[src/hist_pkg.sv]
// shared constants for the histogrammer; the geometry values here are also reported on the bus
`default_nettype none

package hist_pkg;

    localparam logic [7:0] VERSION = 8'd1;
    localparam int REG_SIZE = 8;

    // block address is {ccol, qrow}
    localparam int CCOL_WIDTH = 6;
    localparam int QROW_WIDTH = 8;
    localparam int NUM_CCOL = 56;
    localparam int MEM_ADDR_WIDTH = 14;

    localparam int PIXELS_PER_BLOCK = 16;
    localparam int PIXEL_ADDR_WIDTH = 4;
    localparam int PIXEL_BITS = 8;
    localparam int BLOCK_BITS = 128;

    // bit 63 flags a new stream
    localparam int FRAME_BITS = 64;
    localparam int PAYLOAD_BITS = 63;
    localparam int WINDOW_BITS = 51;

    localparam int TAG_BITS = 8;
    localparam int INNER_TAG_BITS = 11;
    localparam int EVENT_BASE_BITS = 26;

    typedef enum logic [2:0] {
        processing,
        push_zero,
        push_fifo,
        try_push_fifo,
        push_new_stream,
        idle
    } decoder_state_t;

endpackage

`default_nettype wire

[src/stream_decoder.sv]
// event decoder; it stalls whenever recording is low and waits in try_push_fifo on an empty FIFO
`default_nettype none

module stream_decoder (
    input  wire                                   BUS_CLK,
    input  wire                                   RST,
    input  wire                                   recording,
    input  wire                                   fifo_empty,
    input  wire                                   fifo_next_continues,
    input  wire  [hist_pkg::CCOL_WIDTH-1:0]       ccol_field,
    input  wire  [hist_pkg::QROW_WIDTH-1:0]       row_field,
    input  wire  [hist_pkg::PIXELS_PER_BLOCK-1:0] hitmap_field,
    input  wire                                   is_last_bit,
    input  wire                                   is_neighbor_bit,
    input  wire                                   end_of_stream,
    input  wire                                   frame_crossed,
    output logic                                  fifo_rd,
    output logic                                  load_zero,
    output logic                                  load_fifo,
    output logic                                  start_stream,
    output logic                                  advance,
    output logic                                  restart,
    output logic                                  new_stream,
    output logic                                  is_last,
    output logic                                  event_valid,
    output logic [hist_pkg::CCOL_WIDTH-1:0]       event_ccol,
    output logic [hist_pkg::QROW_WIDTH-1:0]       event_qrow,
    output logic [hist_pkg::PIXELS_PER_BLOCK-1:0] event_hitmap
);

    hist_pkg::decoder_state_t state;
    hist_pkg::decoder_state_t state_next;

    logic [hist_pkg::QROW_WIDTH-1:0] last_row [hist_pkg::NUM_CCOL];
    logic [hist_pkg::CCOL_WIDTH-1:0] last_ccol;
    logic [hist_pkg::CCOL_WIDTH-1:0] col;
    logic [hist_pkg::QROW_WIDTH-1:0] prev_row;
    logic [hist_pkg::QROW_WIDTH-1:0] row;

    // column field only follows an is_last event
    assign col      = is_last ? ccol_field : last_ccol;
    assign prev_row = (col < hist_pkg::NUM_CCOL) ? last_row[col] : '0;
    assign row      = is_neighbor_bit ? prev_row + 1'b1 : row_field;

    always_comb begin
        state_next   = state;
        fifo_rd      = 1'b0;
        load_zero    = 1'b0;
        load_fifo    = 1'b0;
        start_stream = 1'b0;
        advance      = 1'b0;
        restart      = 1'b0;
        if (recording) begin
            case (state)
                hist_pkg::idle: begin
                    if (!fifo_empty) begin
                        state_next = hist_pkg::push_new_stream;
                    end
                end
                hist_pkg::push_new_stream: begin
                    start_stream = 1'b1;
                    fifo_rd      = 1'b1;
                    restart      = 1'b1;
                    state_next   = hist_pkg::try_push_fifo;
                end
                hist_pkg::try_push_fifo: begin
                    if (!fifo_empty) begin
                        // a new-stream head stays queued, the tail is zero padded
                        load_fifo  = fifo_next_continues;
                        fifo_rd    = fifo_next_continues;
                        load_zero  = !fifo_next_continues;
                        state_next = hist_pkg::processing;
                    end
                end
                hist_pkg::push_fifo: begin
                    load_fifo  = 1'b1;
                    fifo_rd    = 1'b1;
                    state_next = hist_pkg::processing;
                end
                hist_pkg::push_zero: begin
                    load_zero  = 1'b1;
                    state_next = hist_pkg::processing;
                end
                hist_pkg::processing: begin
                    if (end_of_stream) begin
                        state_next = hist_pkg::idle;
                    end else begin
                        advance = 1'b1;
                        if (frame_crossed) begin
                            if (fifo_empty) begin
                                state_next = hist_pkg::try_push_fifo;
                            end else if (fifo_next_continues) begin
                                state_next = hist_pkg::push_fifo;
                            end else begin
                                state_next = hist_pkg::push_zero;
                            end
                        end
                    end
                end
                default: state_next = hist_pkg::idle;
            endcase
        end
    end

    always_ff @(posedge BUS_CLK) begin
        if (RST) begin
            state       <= hist_pkg::idle;
            new_stream  <= 1'b1;
            is_last     <= 1'b1;
            last_ccol   <= '0;
            event_valid <= 1'b0;
            for (int i = 0; i < hist_pkg::NUM_CCOL; i++) begin
                last_row[i] <= '0;
            end
        end else begin
            state       <= state_next;
            event_valid <= advance;
            if (start_stream) begin
                new_stream <= 1'b1;
                is_last    <= 1'b1;
            end
            if (advance) begin
                new_stream <= 1'b0;
                is_last    <= is_last_bit;
                last_ccol  <= col;
                if (col < hist_pkg::NUM_CCOL) begin
                    last_row[col] <= row;
                end
            end
        end
    end

    always_ff @(posedge BUS_CLK) begin
        if (advance) begin
            event_ccol   <= col;
            event_qrow   <= row;
            event_hitmap <= hitmap_field;
        end
    end

endmodule

`default_nettype wire

[config.mk]
export PLATFORM = sky130hd
export DESIGN_NAME = stream_decoder
export DESIGN_NICKNAME = d
export VERILOG_FILES = /design/src/hist_pkg.sv /design/src/stream_decoder.sv
export SDC_FILE = /design/constraint.sdc
export NUM_CORES = 1
export LEC_CHECK = 0
export BUFFER_PORTS_ARGS = -buffer_cell sky130_fd_sc_hd__buf_2
export CAP_MARGIN = 5
export CELL_PAD_IN_SITES_DETAIL_PLACEMENT = 1
export CELL_PAD_IN_SITES_GLOBAL_PLACEMENT = 2
export CORE_ASPECT_RATIO = 1.1
export CORE_MARGIN = 1.5
export CORE_UTILIZATION = 42
export CTS_CLUSTER_SIZE = 30
export DETAILED_ROUTE_END_ITERATION = 10
export PLACE_DENSITY = 0.86
export SLEW_MARGIN = 20
export SYNTH_ARGS = -nofsm -noshare
export SYNTH_HDL_FRONTEND = slang
export SYNTH_SLANG_ARGS = --single-unit
[constraint.sdc]
create_clock -name BUS_CLK -period 4.9 [get_ports BUS_CLK]
set_input_delay 0.98 -clock BUS_CLK [delete_from_list [all_inputs] [get_ports BUS_CLK]]
set_output_delay 0.98 -clock BUS_CLK [all_outputs]
set_load 0.05 [all_outputs]
# Word level (Yosys, flattened, before mapping)
# Memory sizes are Yosys's and may differ from the RTL's.
# Cells that the tools add are included.
dict set report word_totals {
  in_bits 39
  mem_count 1
  ramBits 448
  output_inout_bits 39
  romBits 0
  latchBits 0
  elab_cells 61
  reg_bits 42
}
# name depth word_bits read_ports rd_clocked_by_memory_dff wr line
set memory_table {}
lappend memory_table {last_row 56 8 1 0 56 stream_decoder.sv:34} ;# logic [hist_pkg::QROW_WIDTH-1:0] last_row [hist_pkg::NUM_CCOL];
dict set report classes {
  n_lt_le_gt_ge 1
  n_reduce_logical 7
  n_eq_ne 8
  n_addsub 1
  mul 0
  shift 0
  n_div 0
  n_mux 35
  bitwise 0
}
# operator count
set ops {}
lappend ops {{8-bit 2-to-1 mux} 3}
lappend ops {{1-bit 2-to-1 mux} 20}
lappend ops {{3-bit one-hot mux with 5 select lines} 1}
lappend ops {{3-bit 2-to-1 mux} 4}
lappend ops {{6-bit 2-to-1 mux} 2}
lappend ops {{8-bit by 1-bit adder with 8-bit output (second input constant)} 1}
lappend ops {{8-bit OR reduction} 1}
lappend ops {{3-bit by 2-bit equality test with 1-bit output (second input constant)} 2}
lappend ops {{3-bit equality test (second input constant)} 2}
lappend ops {{6-bit less-than comparator (second input constant)} 1}
lappend ops {{1-bit one-hot mux with 2 select lines} 3}
lappend ops {{2-bit 2-to-1 mux} 2}
lappend ops {{2-bit inequality test (second input constant)} 2}
lappend ops {{4-bit AND reduction} 1}
lappend ops {{2-bit OR reduction} 2}
lappend ops {{3-bit by 1-bit equality test with 1-bit output (second input constant)} 1}
lappend ops {{3-bit zero test} 1}
lappend ops {{3-bit inequality test (second input constant)} 1}
lappend ops {{2-bit nonzero test} 1}
lappend ops {{1-bit zero test} 1}

# Depth between registers and ports, before layout
# Gate-level depths: netlist of run 1.
dict set report depth {
  ltp_word 8
  mapped_depth 21
  depth_no_buf 14
}

# Least setup slack after synthesis of run 1
# OpenSTA, ideal clock, no wires.
dict set report synth_path {
  path_kind {input-to-reg}
  startpoint {input port ccol_field[1] (netlist bit)}
  endpoint {memory last_row[48][6] (netlist bit) (data pin)}
  slack_ns 0.522
  path_buffers 5
  setup_time_ns 0.260
  t_required_ns 4.640
  stages 18
  t_arrival_ns 4.118
  path_cell_list {clkbuf_1 -> clkbuf_1 -> clkbuf_1 -> nand2b_1 -> o31ai_1 -> o41ai_1 -> o32ai_1 -> nor4_1 -> nand4b_1 -> inv_1 -> ha_1 -> nand4_1 -> nor4_2 -> xnor2_1 -> mux2i_1 -> buf_4 -> buf_4 -> nor2_1}
}
# element line
set synth_rtl {}
lappend synth_rtl {{start, declared} stream_decoder.sv:10} ;# input wire [hist_pkg::CCOL_WIDTH-1:0] ccol_field,
lappend synth_rtl {{end, declared} stream_decoder.sv:34}

==> results of run 1 <==
-- flip-flops by register name (all words and copies together), names as in the netlist --
signal	flops
last_row	448
is_last	1
last_ccol	6
event_hitmap	16
event_ccol	6
event_qrow	8
new_stream	1
state	3
event_valid	1
-- worst max path at each step --
stage	slack, ns	endpoint	cells after the start
finish	0.20	last_row[54][5]$_SDFFCE_PN0P_	15
global route	0.05	last_row[46][6]$_SDFFCE_PN0P_	18
CTS	0.14	last_row[32][6]$_SDFFCE_PN0P_	18
detailed placement	-0.25	last_row[36][6]$_SDFFCE_PN0P_	18
global placement	-0.18	last_row[28][6]$_SDFFCE_PN0P_	18
floorplan	0.52	last_row[48][6]$_SDFFCE_PN0P_	18
-- cell families (layout without fill, tap and decap cells) --
family	count (synthesis)	after routing	share of synthesized area [%]
and+or+nand+nor	815	815	16.2
DFF	490	490	65.3
AOI/OAI and AO/OA	390	390	12.5
buffers and inverters	188	382	3.66
muxes	40	40	2.02
xor gates and xnor gates	5	5	0.196
adders and majority gates	1	1	0.0560
-- repair_timing --
action | 4_1_cts | 5_1_grt
gates resized for setup | 0 | 5
setup endpoints to repair | 0 | 189
buffers inserted | 0 | 0
hold endpoints to repair | 0 | 0
hold buffers | 0 | 0
-- cell type report --
cell class | count | area share (%)
clock buffers | 75 | 5.28
inverters | 25 | 0.355
repair buffers | 263 | 8.34
well taps | 675 | 3.19
clock inverters | 19 | 0.932
flip-flops and latches | 490 | 55.2
multi-input cells | 1251 | 26.7
-- worst max-delay path: stages, from the launching register on --
cell,delay (ns)
sky130_fd_sc_hd__dfxtp_4,0.51
sky130_fd_sc_hd__buf_4,0.27
sky130_fd_sc_hd__nand2b_1,0.17
sky130_fd_sc_hd__buf_4,0.18
sky130_fd_sc_hd__o22a_1,0.22
sky130_fd_sc_hd__buf_4,0.23
sky130_fd_sc_hd__o32ai_1,0.11
sky130_fd_sc_hd__or4_1,0.62
sky130_fd_sc_hd__a222oi_1,0.71
sky130_fd_sc_hd__nand3_1,0.23
sky130_fd_sc_hd__nor2_1,0.21
sky130_fd_sc_hd__buf_4,0.15
sky130_fd_sc_hd__a21oi_1,0.07
sky130_fd_sc_hd__a311o_2,0.45
sky130_fd_sc_hd__buf_12,0.20
sky130_fd_sc_hd__nor2_1,0.17
-- Yosys cell counts (all sizes together) (6+ instances only) --
master / n
nand2: 139
dfxtp: 12
a31oi: 9
o22ai: 149
o22a: 14
nand2b: 70
a2111oi: 8
mux2: 21
o32ai: 8
o221a: 6
and2: 10
a22oi: 25
nor2: 441
a211oi: 13
clkbuf: 96
or4: 10
edfxtp: 478
and3: 8
o221ai: 29
nor3: 20
mux2i: 18
buf: 67
a21oi: 30
nand3: 64
or2: 6
inv: 23
nand3b: 7
o31ai: 11
o21ai: 21
a211o: 6
nor4: 12
-- layout by cell type, fill, tap and decap left out, types with 6 or more instances in the layout --
cell type | Yosys | routed
sky130_fd_sc_hd__a31oi_1 | 9 | 9
sky130_fd_sc_hd__dfxtp_1 | 12 | 10
sky130_fd_sc_hd__or4_1 | 10 | 10
sky130_fd_sc_hd__a22oi_1 | 25 | 25
sky130_fd_sc_hd__clkbuf_1 | 96 | 21
sky130_fd_sc_hd__clkbuf_16 | 0 | 51
sky130_fd_sc_hd__or2_2 | 6 | 6
sky130_fd_sc_hd__mux2i_1 | 17 | 10
sky130_fd_sc_hd__o22a_1 | 14 | 14
sky130_fd_sc_hd__mux2i_4 | 1 | 7
sky130_fd_sc_hd__nand2_1 | 138 | 137
sky130_fd_sc_hd__buf_4 | 11 | 152
sky130_fd_sc_hd__a211oi_1 | 13 | 13
sky130_fd_sc_hd__o21ai_0 | 20 | 18
sky130_fd_sc_hd__o32ai_1 | 8 | 8
sky130_fd_sc_hd__nor4_1 | 11 | 10
sky130_fd_sc_hd__o31ai_1 | 11 | 11
sky130_fd_sc_hd__o22ai_1 | 149 | 145
sky130_fd_sc_hd__o221a_2 | 6 | 6
sky130_fd_sc_hd__clkinv_1 | 2 | 6
sky130_fd_sc_hd__mux2_2 | 21 | 21
sky130_fd_sc_hd__nand3_1 | 64 | 64
sky130_fd_sc_hd__o221ai_1 | 29 | 29
sky130_fd_sc_hd__edfxtp_1 | 478 | 478
sky130_fd_sc_hd__buf_12 | 0 | 34
sky130_fd_sc_hd__and3_1 | 8 | 8
sky130_fd_sc_hd__a211o_1 | 6 | 6
sky130_fd_sc_hd__buf_2 | 44 | 77
sky130_fd_sc_hd__nand3b_1 | 7 | 7
sky130_fd_sc_hd__and2_1 | 10 | 10
sky130_fd_sc_hd__a21oi_1 | 30 | 30
sky130_fd_sc_hd__a2111oi_0 | 8 | 6
sky130_fd_sc_hd__inv_1 | 19 | 19
sky130_fd_sc_hd__nand2b_1 | 70 | 70
sky130_fd_sc_hd__nor2_1 | 441 | 441
sky130_fd_sc_hd__nor3_1 | 19 | 19
-- where the power goes --
group / internal (W) / switching [W]
Clock: 0.00224 / 0.00168
Combinational: 0.000410 / 0.000910
Sequential: 0.00472 / 0.0000593
-- routing by layer --
metal	vias to the layer above	global-route usage, %	wire length (um)
met5	-	0	25
met4	4	19.7	6110
met3	312	6.89	9550
met2	1211	52.6	41800
met1	9341	42.5	33600
li1	7542	-	-
-- per-stage QoR --
step           total power, W  utilization, %  hold WS [ns]
2_1_floorplan         0.00542               -         0.486
6_report               0.0100            50.4         0.461
3_5_place_dp          0.00614            47.2         0.450
5_1_grt                0.0102            50.4         0.491
3_3_place_gp          0.00611            47.2         0.439
4_1_cts               0.00999            50.4         0.465
==> impl_metrics.xml, run 1 <==
<?xml version="1.0" encoding="UTF-8"?>
<metrics>
  <group name="place">
    <metric name="buffer_ports.inserted" unit="">77</metric>
    <metric name="dp_hpwl" unit="um">62400</metric>
    <metric name="placedInstanceArea" unit="mm^2">0.0248</metric>
    <metric name="globalplace.congestion" unit="">0.962</metric>
    <metric name="numPlacedInstances" unit="">2704</metric>
    <metric name="dp_worst_setup_slack" unit="ns">-0.251</metric>
  </group>
  <group name="critical_path">
    <metric name="timing.reg2reg.worst_path_depth" unit="">15</metric>
    <metric name="worst_ep_required_time" unit="ns">5.35</metric>
    <metric name="timing.critical_path.arrival" unit="ns">5.16</metric>
    <metric name="reg2reg_setup_slack" unit="ns">0.20</metric>
    <metric name="rr_startpoint" unit="">is_last$_SDFFE_PP1P_</metric>
    <metric name="worstReg2RegEnd" unit="">last_row[54][5]$_SDFFCE_PN0P_</metric>
    <metric name="setup.worst_path.start" unit="">is_last$_SDFFE_PP1P_</metric>
    <metric name="worstSetupEndpointType" unit="">flop</metric>
    <metric name="setup.worst_path.class" unit="">reg2reg</metric>
    <metric name="worstPathMaxFanout" unit="">24</metric>
    <metric name="setup.worst_path.start_class" unit="">flop</metric>
  </group>
  <group name="route">
    <metric name="dr.first_iter.drc_count" unit="">2446</metric>
    <metric name="routed_wl" unit="um">91100</metric>
    <metric name="route.vias.total" unit="">18410</metric>
    <metric name="drcViolationCount" unit="">0</metric>
    <metric name="drt-wirelength-per-cell" unit="um">32.5</metric>
    <metric name="drtAntennaViolNets" unit="">0</metric>
    <metric name="drtPass1Iterations" unit="">5</metric>
    <metric name="avgViaCountPerCell" unit="">6.58</metric>
  </group>
  <group name="power_and_ir_drop">
    <metric name="pwr_density_cell" unit="mW/mm^2">379</metric>
    <metric name="leakage" unit="nW">9.74</metric>
    <metric name="power.ir.vdd_worst" unit="mV">0.216</metric>
  </group>
  <group name="synthesis">
    <metric name="yosysSeqAreaShare" unit="%">65.3</metric>
    <metric name="synth.top_cell.area_share" unit="%">64.3</metric>
    <metric name="async_reset_ff_share" unit="%">0</metric>
    <metric name="synth-main-ff-cell" unit="">sky130_fd_sc_hd__edfxtp_1</metric>
    <metric name="synth_enable_flop_cells" unit="">478</metric>
    <metric name="postSynthAreaPerCell" unit="um^2">11.6</metric>
    <metric name="number_of_cells_produced_by_synthesis" unit="">1929</metric>
    <metric name="syn-num-nets" unit="">1969</metric>
    <metric name="syn-cell-area" unit="mm^2">0.0223</metric>
    <metric name="post_synth_main_area_contributors" unit="">sky130_fd_sc_hd__edfxtp_1 64%, sky130_fd_sc_hd__nor2_1 7.4%, sky130_fd_sc_hd__o22ai_1 4.2%, sky130_fd_sc_hd__nand2_1 2.3%, sky130_fd_sc_hd__nand2b_1 2.0%</metric>
    <metric name="netlist.top_cell.by_area" unit="">sky130_fd_sc_hd__edfxtp_1</metric>
    <metric name="synth.yosys.warnings" unit="">0</metric>
    <metric name="ys_types" unit="">75</metric>
    <metric name="ys_ff_latch" unit="">490</metric>
  </group>
  <group name="finish">
    <metric name="filler_cell_count" unit="">5450</metric>
    <metric name="area.growth.synth_to_final" unit="%">18.4</metric>
    <metric name="multi_input_area" unit="mm^2">0.00707</metric>
    <metric name="design.final.nets" unit="">2121</metric>
    <metric name="ff_latch_area" unit="mm^2">0.0146</metric>
    <metric name="fin_area" unit="mm^2">0.0265</metric>
    <metric name="post_route_cells_drive_above_1_share" unit="%">18.9</metric>
    <metric name="fin_cells" unit="">2798</metric>
    <metric name="n_antenna_cell" unit="">0</metric>
  </group>
  <group name="grt">
    <metric name="initial_antenna_violation_count" unit="">2</metric>
    <metric name="global_route.overflow_total" unit="">0</metric>
    <metric name="grt_pass1_wl" unit="um">131000</metric>
    <metric name="grt_util_all_layers" unit="%">33.3</metric>
    <metric name="grt_max_degree" unit="">51</metric>
    <metric name="via_count_of_the_first_global_routing_pass" unit="">18630</metric>
  </group>
  <group name="timing">
    <metric name="layout_setup_ws" unit="ns">0.197</metric>
    <metric name="worstMarginPinSlew" unit="ns">1.19</metric>
    <metric name="timing_hold_violations_final" unit="">0</metric>
    <metric name="finalCritPeriodShare" unit="%">96.0</metric>
    <metric name="max_freq" unit="MHz">213</metric>
    <metric name="finalCriticalPeriod" unit="ns">4.70</metric>
    <metric name="rsz_0062_raised_after_global_routing" unit="">no</metric>
    <metric name="setup-violations-final" unit="">0</metric>
    <metric name="final_max_slew_viol_count" unit="">0</metric>
    <metric name="fin_tns_setup" unit="ns">0</metric>
    <metric name="final.setup_skew" unit="ns">0.0327</metric>
    <metric name="max-slew-margin-rel" unit="%">20.9</metric>
  </group>
  <group name="clocking">
    <metric name="count_of_clock_tree_sinks" unit="">490</metric>
    <metric name="cts_inserted_buffers" unit="">50</metric>
    <metric name="cts.path.max_buffers" unit="">3</metric>
    <metric name="tritoncts" unit="">done</metric>
    <metric name="clock_insertion_delay_worst_skew" unit="ns">0.62</metric>
    <metric name="cts.clk_slew.worst_paths" unit="ns">0.06</metric>
    <metric name="root_buffer" unit="">sky130_fd_sc_hd__clkbuf_16</metric>
    <metric name="cts-htree-levels" unit="">2</metric>
  </group>
  <group name="floorplanning">
    <metric name="initial_core_util" unit="%">42.5</metric>
    <metric name="boundaryPins" unit="">78</metric>
    <metric name="fp.dieArea" unit="mm^2">0.0546</metric>
    <metric name="dieWidth" unit="um">223</metric>
    <metric name="placeableCoreArea" unit="mm^2">0.0525</metric>
    <metric name="row_count" unit="">88</metric>
    <metric name="chipHeight" unit="um">245</metric>
  </group>
  <group name="job">
    <metric name="max-cap-violations" unit="">0</metric>
  </group>
  <group name="status">
    <metric name="result_of_the_run" unit="">complete, no violations</metric>
  </group>
  <group name="hold_path">
    <metric name="worstHoldEndpoint" unit="">new_stream$_SDFFE_PP1P_</metric>
    <metric name="timing.hold.worst.class" unit="">reg2reg</metric>
    <metric name="min-delay-start" unit="">new_stream$_SDFFE_PP1P_</metric>
    <metric name="worst_hold_path.num_cells" unit="">1</metric>
  </group>
</metrics>
Power figures use the tool's default switching activity.
==> run 2: changes to the inputs <==
==> constraint.sdc (replaced) <==
create_clock -name BUS_CLK -period 4.87 [get_ports BUS_CLK]
set_input_delay 0.974 -clock BUS_CLK [delete_from_list [all_inputs] [get_ports BUS_CLK]]
set_output_delay 0.974 -clock BUS_CLK [all_outputs]
set_load 0.05 [all_outputs]
==> run 2 against run 1 <==
Effect of this change:
- non-clock buffer count grew 16
- routed wire length shrank 0.61%
- register-to-register slack lost 0.03 ns
- via count shrank 0.14%
- sequential share of layout area shrank 0.17 points
- critical path type unchanged
- critical endpoint is now last_row[51][7]$_SDFFCE_PN0P_
==> impl_metrics.xml, run 2 (same netlist as run 1, synthesis figures left out) <==
<?xml version="1.0" encoding="UTF-8"?>
<metrics>
  <group name="clocking">
    <metric name="cts.clk_slew.worst_paths" unit="ns">0.06</metric>
    <metric name="count_of_clock_tree_sinks" unit="">490</metric>
    <metric name="tritoncts" unit="">done</metric>
    <metric name="holdBufCountCts" unit="">0</metric>
    <metric name="cts_inserted_buffers" unit="">51</metric>
    <metric name="root_buffer" unit="">sky130_fd_sc_hd__clkbuf_16</metric>
    <metric name="clock_insertion_delay_worst_skew" unit="ns">0.60</metric>
    <metric name="cts-htree-levels" unit="">2</metric>
    <metric name="cts.path.max_buffers" unit="">3</metric>
  </group>
  <group name="critical_path">
    <metric name="setup.worst_path.start_class" unit="">flop</metric>
    <metric name="timing.critical_path.arrival" unit="ns">5.00</metric>
    <metric name="worst_ep_required_time" unit="ns">5.17</metric>
    <metric name="worstPathMaxFanout" unit="">34</metric>
    <metric name="rr_startpoint" unit="">last_ccol[1]$_SDFFE_PP0P_</metric>
    <metric name="timing.reg2reg.worst_path_depth" unit="">13</metric>
    <metric name="setup.worst_path.class" unit="">reg2reg</metric>
    <metric name="reg2reg_setup_slack" unit="ns">0.16</metric>
    <metric name="worstReg2RegEnd" unit="">last_row[51][7]$_SDFFCE_PN0P_</metric>
    <metric name="worstSetupEndpointType" unit="">flop</metric>
  </group>
  <group name="finish">
    <metric name="largest_reg_flops" unit="">448</metric>
    <metric name="ff_latch_area" unit="mm^2">0.0146</metric>
    <metric name="multi_input_area" unit="mm^2">0.00706</metric>
    <metric name="post_route_cells_drive_above_1_share" unit="%">19.5</metric>
    <metric name="largest_register" unit="">last_row</metric>
    <metric name="fin_cells" unit="">2816</metric>
    <metric name="design.final.nets" unit="">2138</metric>
    <metric name="reg.largest.list" unit="">last_row (448), event_hitmap (16), event_qrow (8)</metric>
    <metric name="layout_common_cells" unit="">478 x sky130_fd_sc_hd__edfxtp_1, 441 x sky130_fd_sc_hd__nor2_1, 170 x sky130_fd_sc_hd__buf_4</metric>
    <metric name="most_common_library_cell_in_the_layout_ignoring_fill_and_taps" unit="">sky130_fd_sc_hd__edfxtp_1</metric>
    <metric name="filler_cell_count" unit="">5478</metric>
    <metric name="area.growth.synth_to_final" unit="%">18.8</metric>
  </group>
  <group name="place">
    <metric name="numPlacedInstances" unit="">2720</metric>
    <metric name="buffer_ports.inserted" unit="">77</metric>
    <metric name="globalplace.congestion" unit="">0.969</metric>
    <metric name="dp_hpwl" unit="um">62900</metric>
  </group>
  <group name="hold_path">
    <metric name="worst_hold_path.num_cells" unit="">1</metric>
    <metric name="timing.hold.worst.class" unit="">reg2reg</metric>
    <metric name="worstHoldEndpoint" unit="">new_stream$_SDFFE_PP1P_</metric>
    <metric name="min-delay-start" unit="">new_stream$_SDFFE_PP1P_</metric>
  </group>
  <group name="timing">
    <metric name="rsz_0062_raised_after_global_routing" unit="">no</metric>
    <metric name="fin_tns_setup" unit="ns">0</metric>
    <metric name="worstMarginPinSlew" unit="ns">1.09</metric>
    <metric name="final_max_slew_viol_count" unit="">0</metric>
    <metric name="holdWs" unit="ns">0.465</metric>
    <metric name="final.setup_skew" unit="ns">0.0169</metric>
    <metric name="max-slew-margin-rel" unit="%">27.3</metric>
    <metric name="finalCritPeriodShare" unit="%">96.6</metric>
    <metric name="max_freq" unit="MHz">213</metric>
    <metric name="setup-violations-final" unit="">0</metric>
    <metric name="finalCriticalPeriod" unit="ns">4.71</metric>
    <metric name="timing_hold_violations_final" unit="">0</metric>
  </group>
  <group name="floorplanning">
    <metric name="dieWidth" unit="um">223</metric>
    <metric name="chipHeight" unit="um">245</metric>
    <metric name="fp.dieArea" unit="mm^2">0.0546</metric>
    <metric name="row_count" unit="">88</metric>
    <metric name="boundaryPins" unit="">78</metric>
    <metric name="placeableCoreArea" unit="mm^2">0.0525</metric>
    <metric name="initial_core_util" unit="%">42.5</metric>
  </group>
  <group name="grt">
    <metric name="grt_busiest_layer" unit="">met2</metric>
    <metric name="grt_util_met3" unit="%">7.61</metric>
    <metric name="global_route.overflow_total" unit="">0</metric>
    <metric name="global_route.usage.met2" unit="%">52.5</metric>
    <metric name="grt_util_all_layers" unit="%">33.2</metric>
    <metric name="groute.layer.met1.usage" unit="%">41.8</metric>
    <metric name="grt_pass1_wl" unit="um">131000</metric>
    <metric name="initial_antenna_violation_count" unit="">7</metric>
    <metric name="via_count_of_the_first_global_routing_pass" unit="">18811</metric>
    <metric name="grt_max_degree" unit="">58</metric>
  </group>
  <group name="route">
    <metric name="route.vias.total" unit="">18385</metric>
    <metric name="drcViolationCount" unit="">0</metric>
    <metric name="avgViaCountPerCell" unit="">6.53</metric>
    <metric name="dr.first_iter.drc_count" unit="">2421</metric>
    <metric name="drtAntennaViolNets" unit="">0</metric>
    <metric name="routed_wl" unit="um">90500</metric>
    <metric name="drtPass1Iterations" unit="">6</metric>
    <metric name="drt-wirelength-per-cell" unit="um">32.1</metric>
  </group>
  <group name="power_and_ir_drop">
    <metric name="power_switching_share" unit="%">26.4</metric>
    <metric name="pwr-share-comb" unit="%">12.9</metric>
    <metric name="power.clock.fraction" unit="%">39.2</metric>
    <metric name="power.ir.vdd_worst" unit="mV">0.244</metric>
    <metric name="netSwitchingPower" unit="W">0.00265</metric>
    <metric name="leakage" unit="nW">9.82</metric>
    <metric name="cellInternalPower" unit="W">0.00740</metric>
    <metric name="pwr_density_cell" unit="mW/mm^2">379</metric>
    <metric name="p_seq_share" unit="%">47.9</metric>
  </group>
  <group name="job">
    <metric name="max-cap-violations" unit="">0</metric>
  </group>
  <group name="status">
    <metric name="result_of_the_run" unit="">complete, no violations</metric>
  </group>
</metrics>
[run 2: cell types whose count changed in the layout (fill, tap and decap cells not counted), moves of 3 or more]
cell / change
sky130_fd_sc_hd__clkinv_2: +4
sky130_fd_sc_hd__diode_2: +3
sky130_fd_sc_hd__clkbuf_1: -8
sky130_fd_sc_hd__clkinv_1: +7
sky130_fd_sc_hd__clkbuf_8: -3
sky130_fd_sc_hd__buf_4: +18
[run 2: cell type report]
class	instances	area share, %
clock inverter	27	0.957
antenna	3	0.0283
sequential	490	55.0
inverter	25	0.354
tap	675	3.18
clock buffer	66	5.18
timing repair buffer	279	8.68
multi-input combinational	1251	26.6
[run 2: repair_timing]
| action | CTS | global route |
|---|---|---|
| endpoints found under the setup margin | 0 | 4 |
| resized for setup | 0 | 1 |
| setup buffers | 0 | 0 |
[run 2: worst max-delay path: stages, from the launching register on]
cell                        delay (ns)
sky130_fd_sc_hd__dfxtp_1          0.48
sky130_fd_sc_hd__buf_4            0.32
sky130_fd_sc_hd__nand2_1          0.25
sky130_fd_sc_hd__o21ai_2          0.92
sky130_fd_sc_hd__buf_4            0.28
sky130_fd_sc_hd__a22oi_1          0.11
sky130_fd_sc_hd__a311oi_1         0.50
sky130_fd_sc_hd__or4_1            0.31
sky130_fd_sc_hd__nor4_1           0.11
sky130_fd_sc_hd__buf_4            0.17
sky130_fd_sc_hd__nand4bb_1        0.23
sky130_fd_sc_hd__xnor2_2          0.25
sky130_fd_sc_hd__buf_12           0.24
sky130_fd_sc_hd__o22ai_1          0.15
[run 2: routing by layer]
metal / wire (um) / up-vias
met3: 9930 / 331
met4: 6060 / 4
li1: - / 7566
met2: 41700 / 1244
met1: 32800 / 9240
met5: 23 / -
[run 2: per-stage QoR]
step	total power (W)	area [um^2]	util [%]	setup slack, ns
global placement	0.00614	24900	47.4	-0.173
finish	0.0101	26500	50.5	0.165
CTS	0.0100	26500	50.5	0.243
floorplan	0.00545	22300	-	0.498
global route	0.0102	26500	50.5	0.101
detailed placement	0.00616	24900	47.4	-0.169
[run 2: worst max-delay path by stage]
stage	startpoint	to	slack [ns]	cells past startpoint
2_1_floorplan	ccol_field[1]	last_row[48][6]$_SDFFCE_PN0P_	0.50	18
3_3_place_gp	ccol_field[0]	last_row[17][6]$_SDFFCE_PN0P_	-0.17	13
3_5_place_dp	ccol_field[0]	last_row[35][7]$_SDFFCE_PN0P_	-0.17	14
4_1_cts	last_ccol[0]$_SDFFE_PP0P_	last_row[51][7]$_SDFFCE_PN0P_	0.24	11
5_1_grt	is_last$_SDFFE_PP1P_	last_row[36][6]$_SDFFCE_PN0P_	0.10	17
6_report	last_ccol[1]$_SDFFE_PP0P_	last_row[51][7]$_SDFFCE_PN0P_	0.16	13
[run 2: power by group through the flow]
stage	clock (W)	combinational [W]	sequential [W]
4_1_cts	0.00395	0.00127	0.00481
5_1_grt	0.00408	0.00132	0.00482
2_1_floorplan	0	0.000586	0.00486
3_3_place_gp	0	0.00125	0.00489
6_report	0.00394	0.00130	0.00481
3_5_place_dp	0	0.00126	0.00490
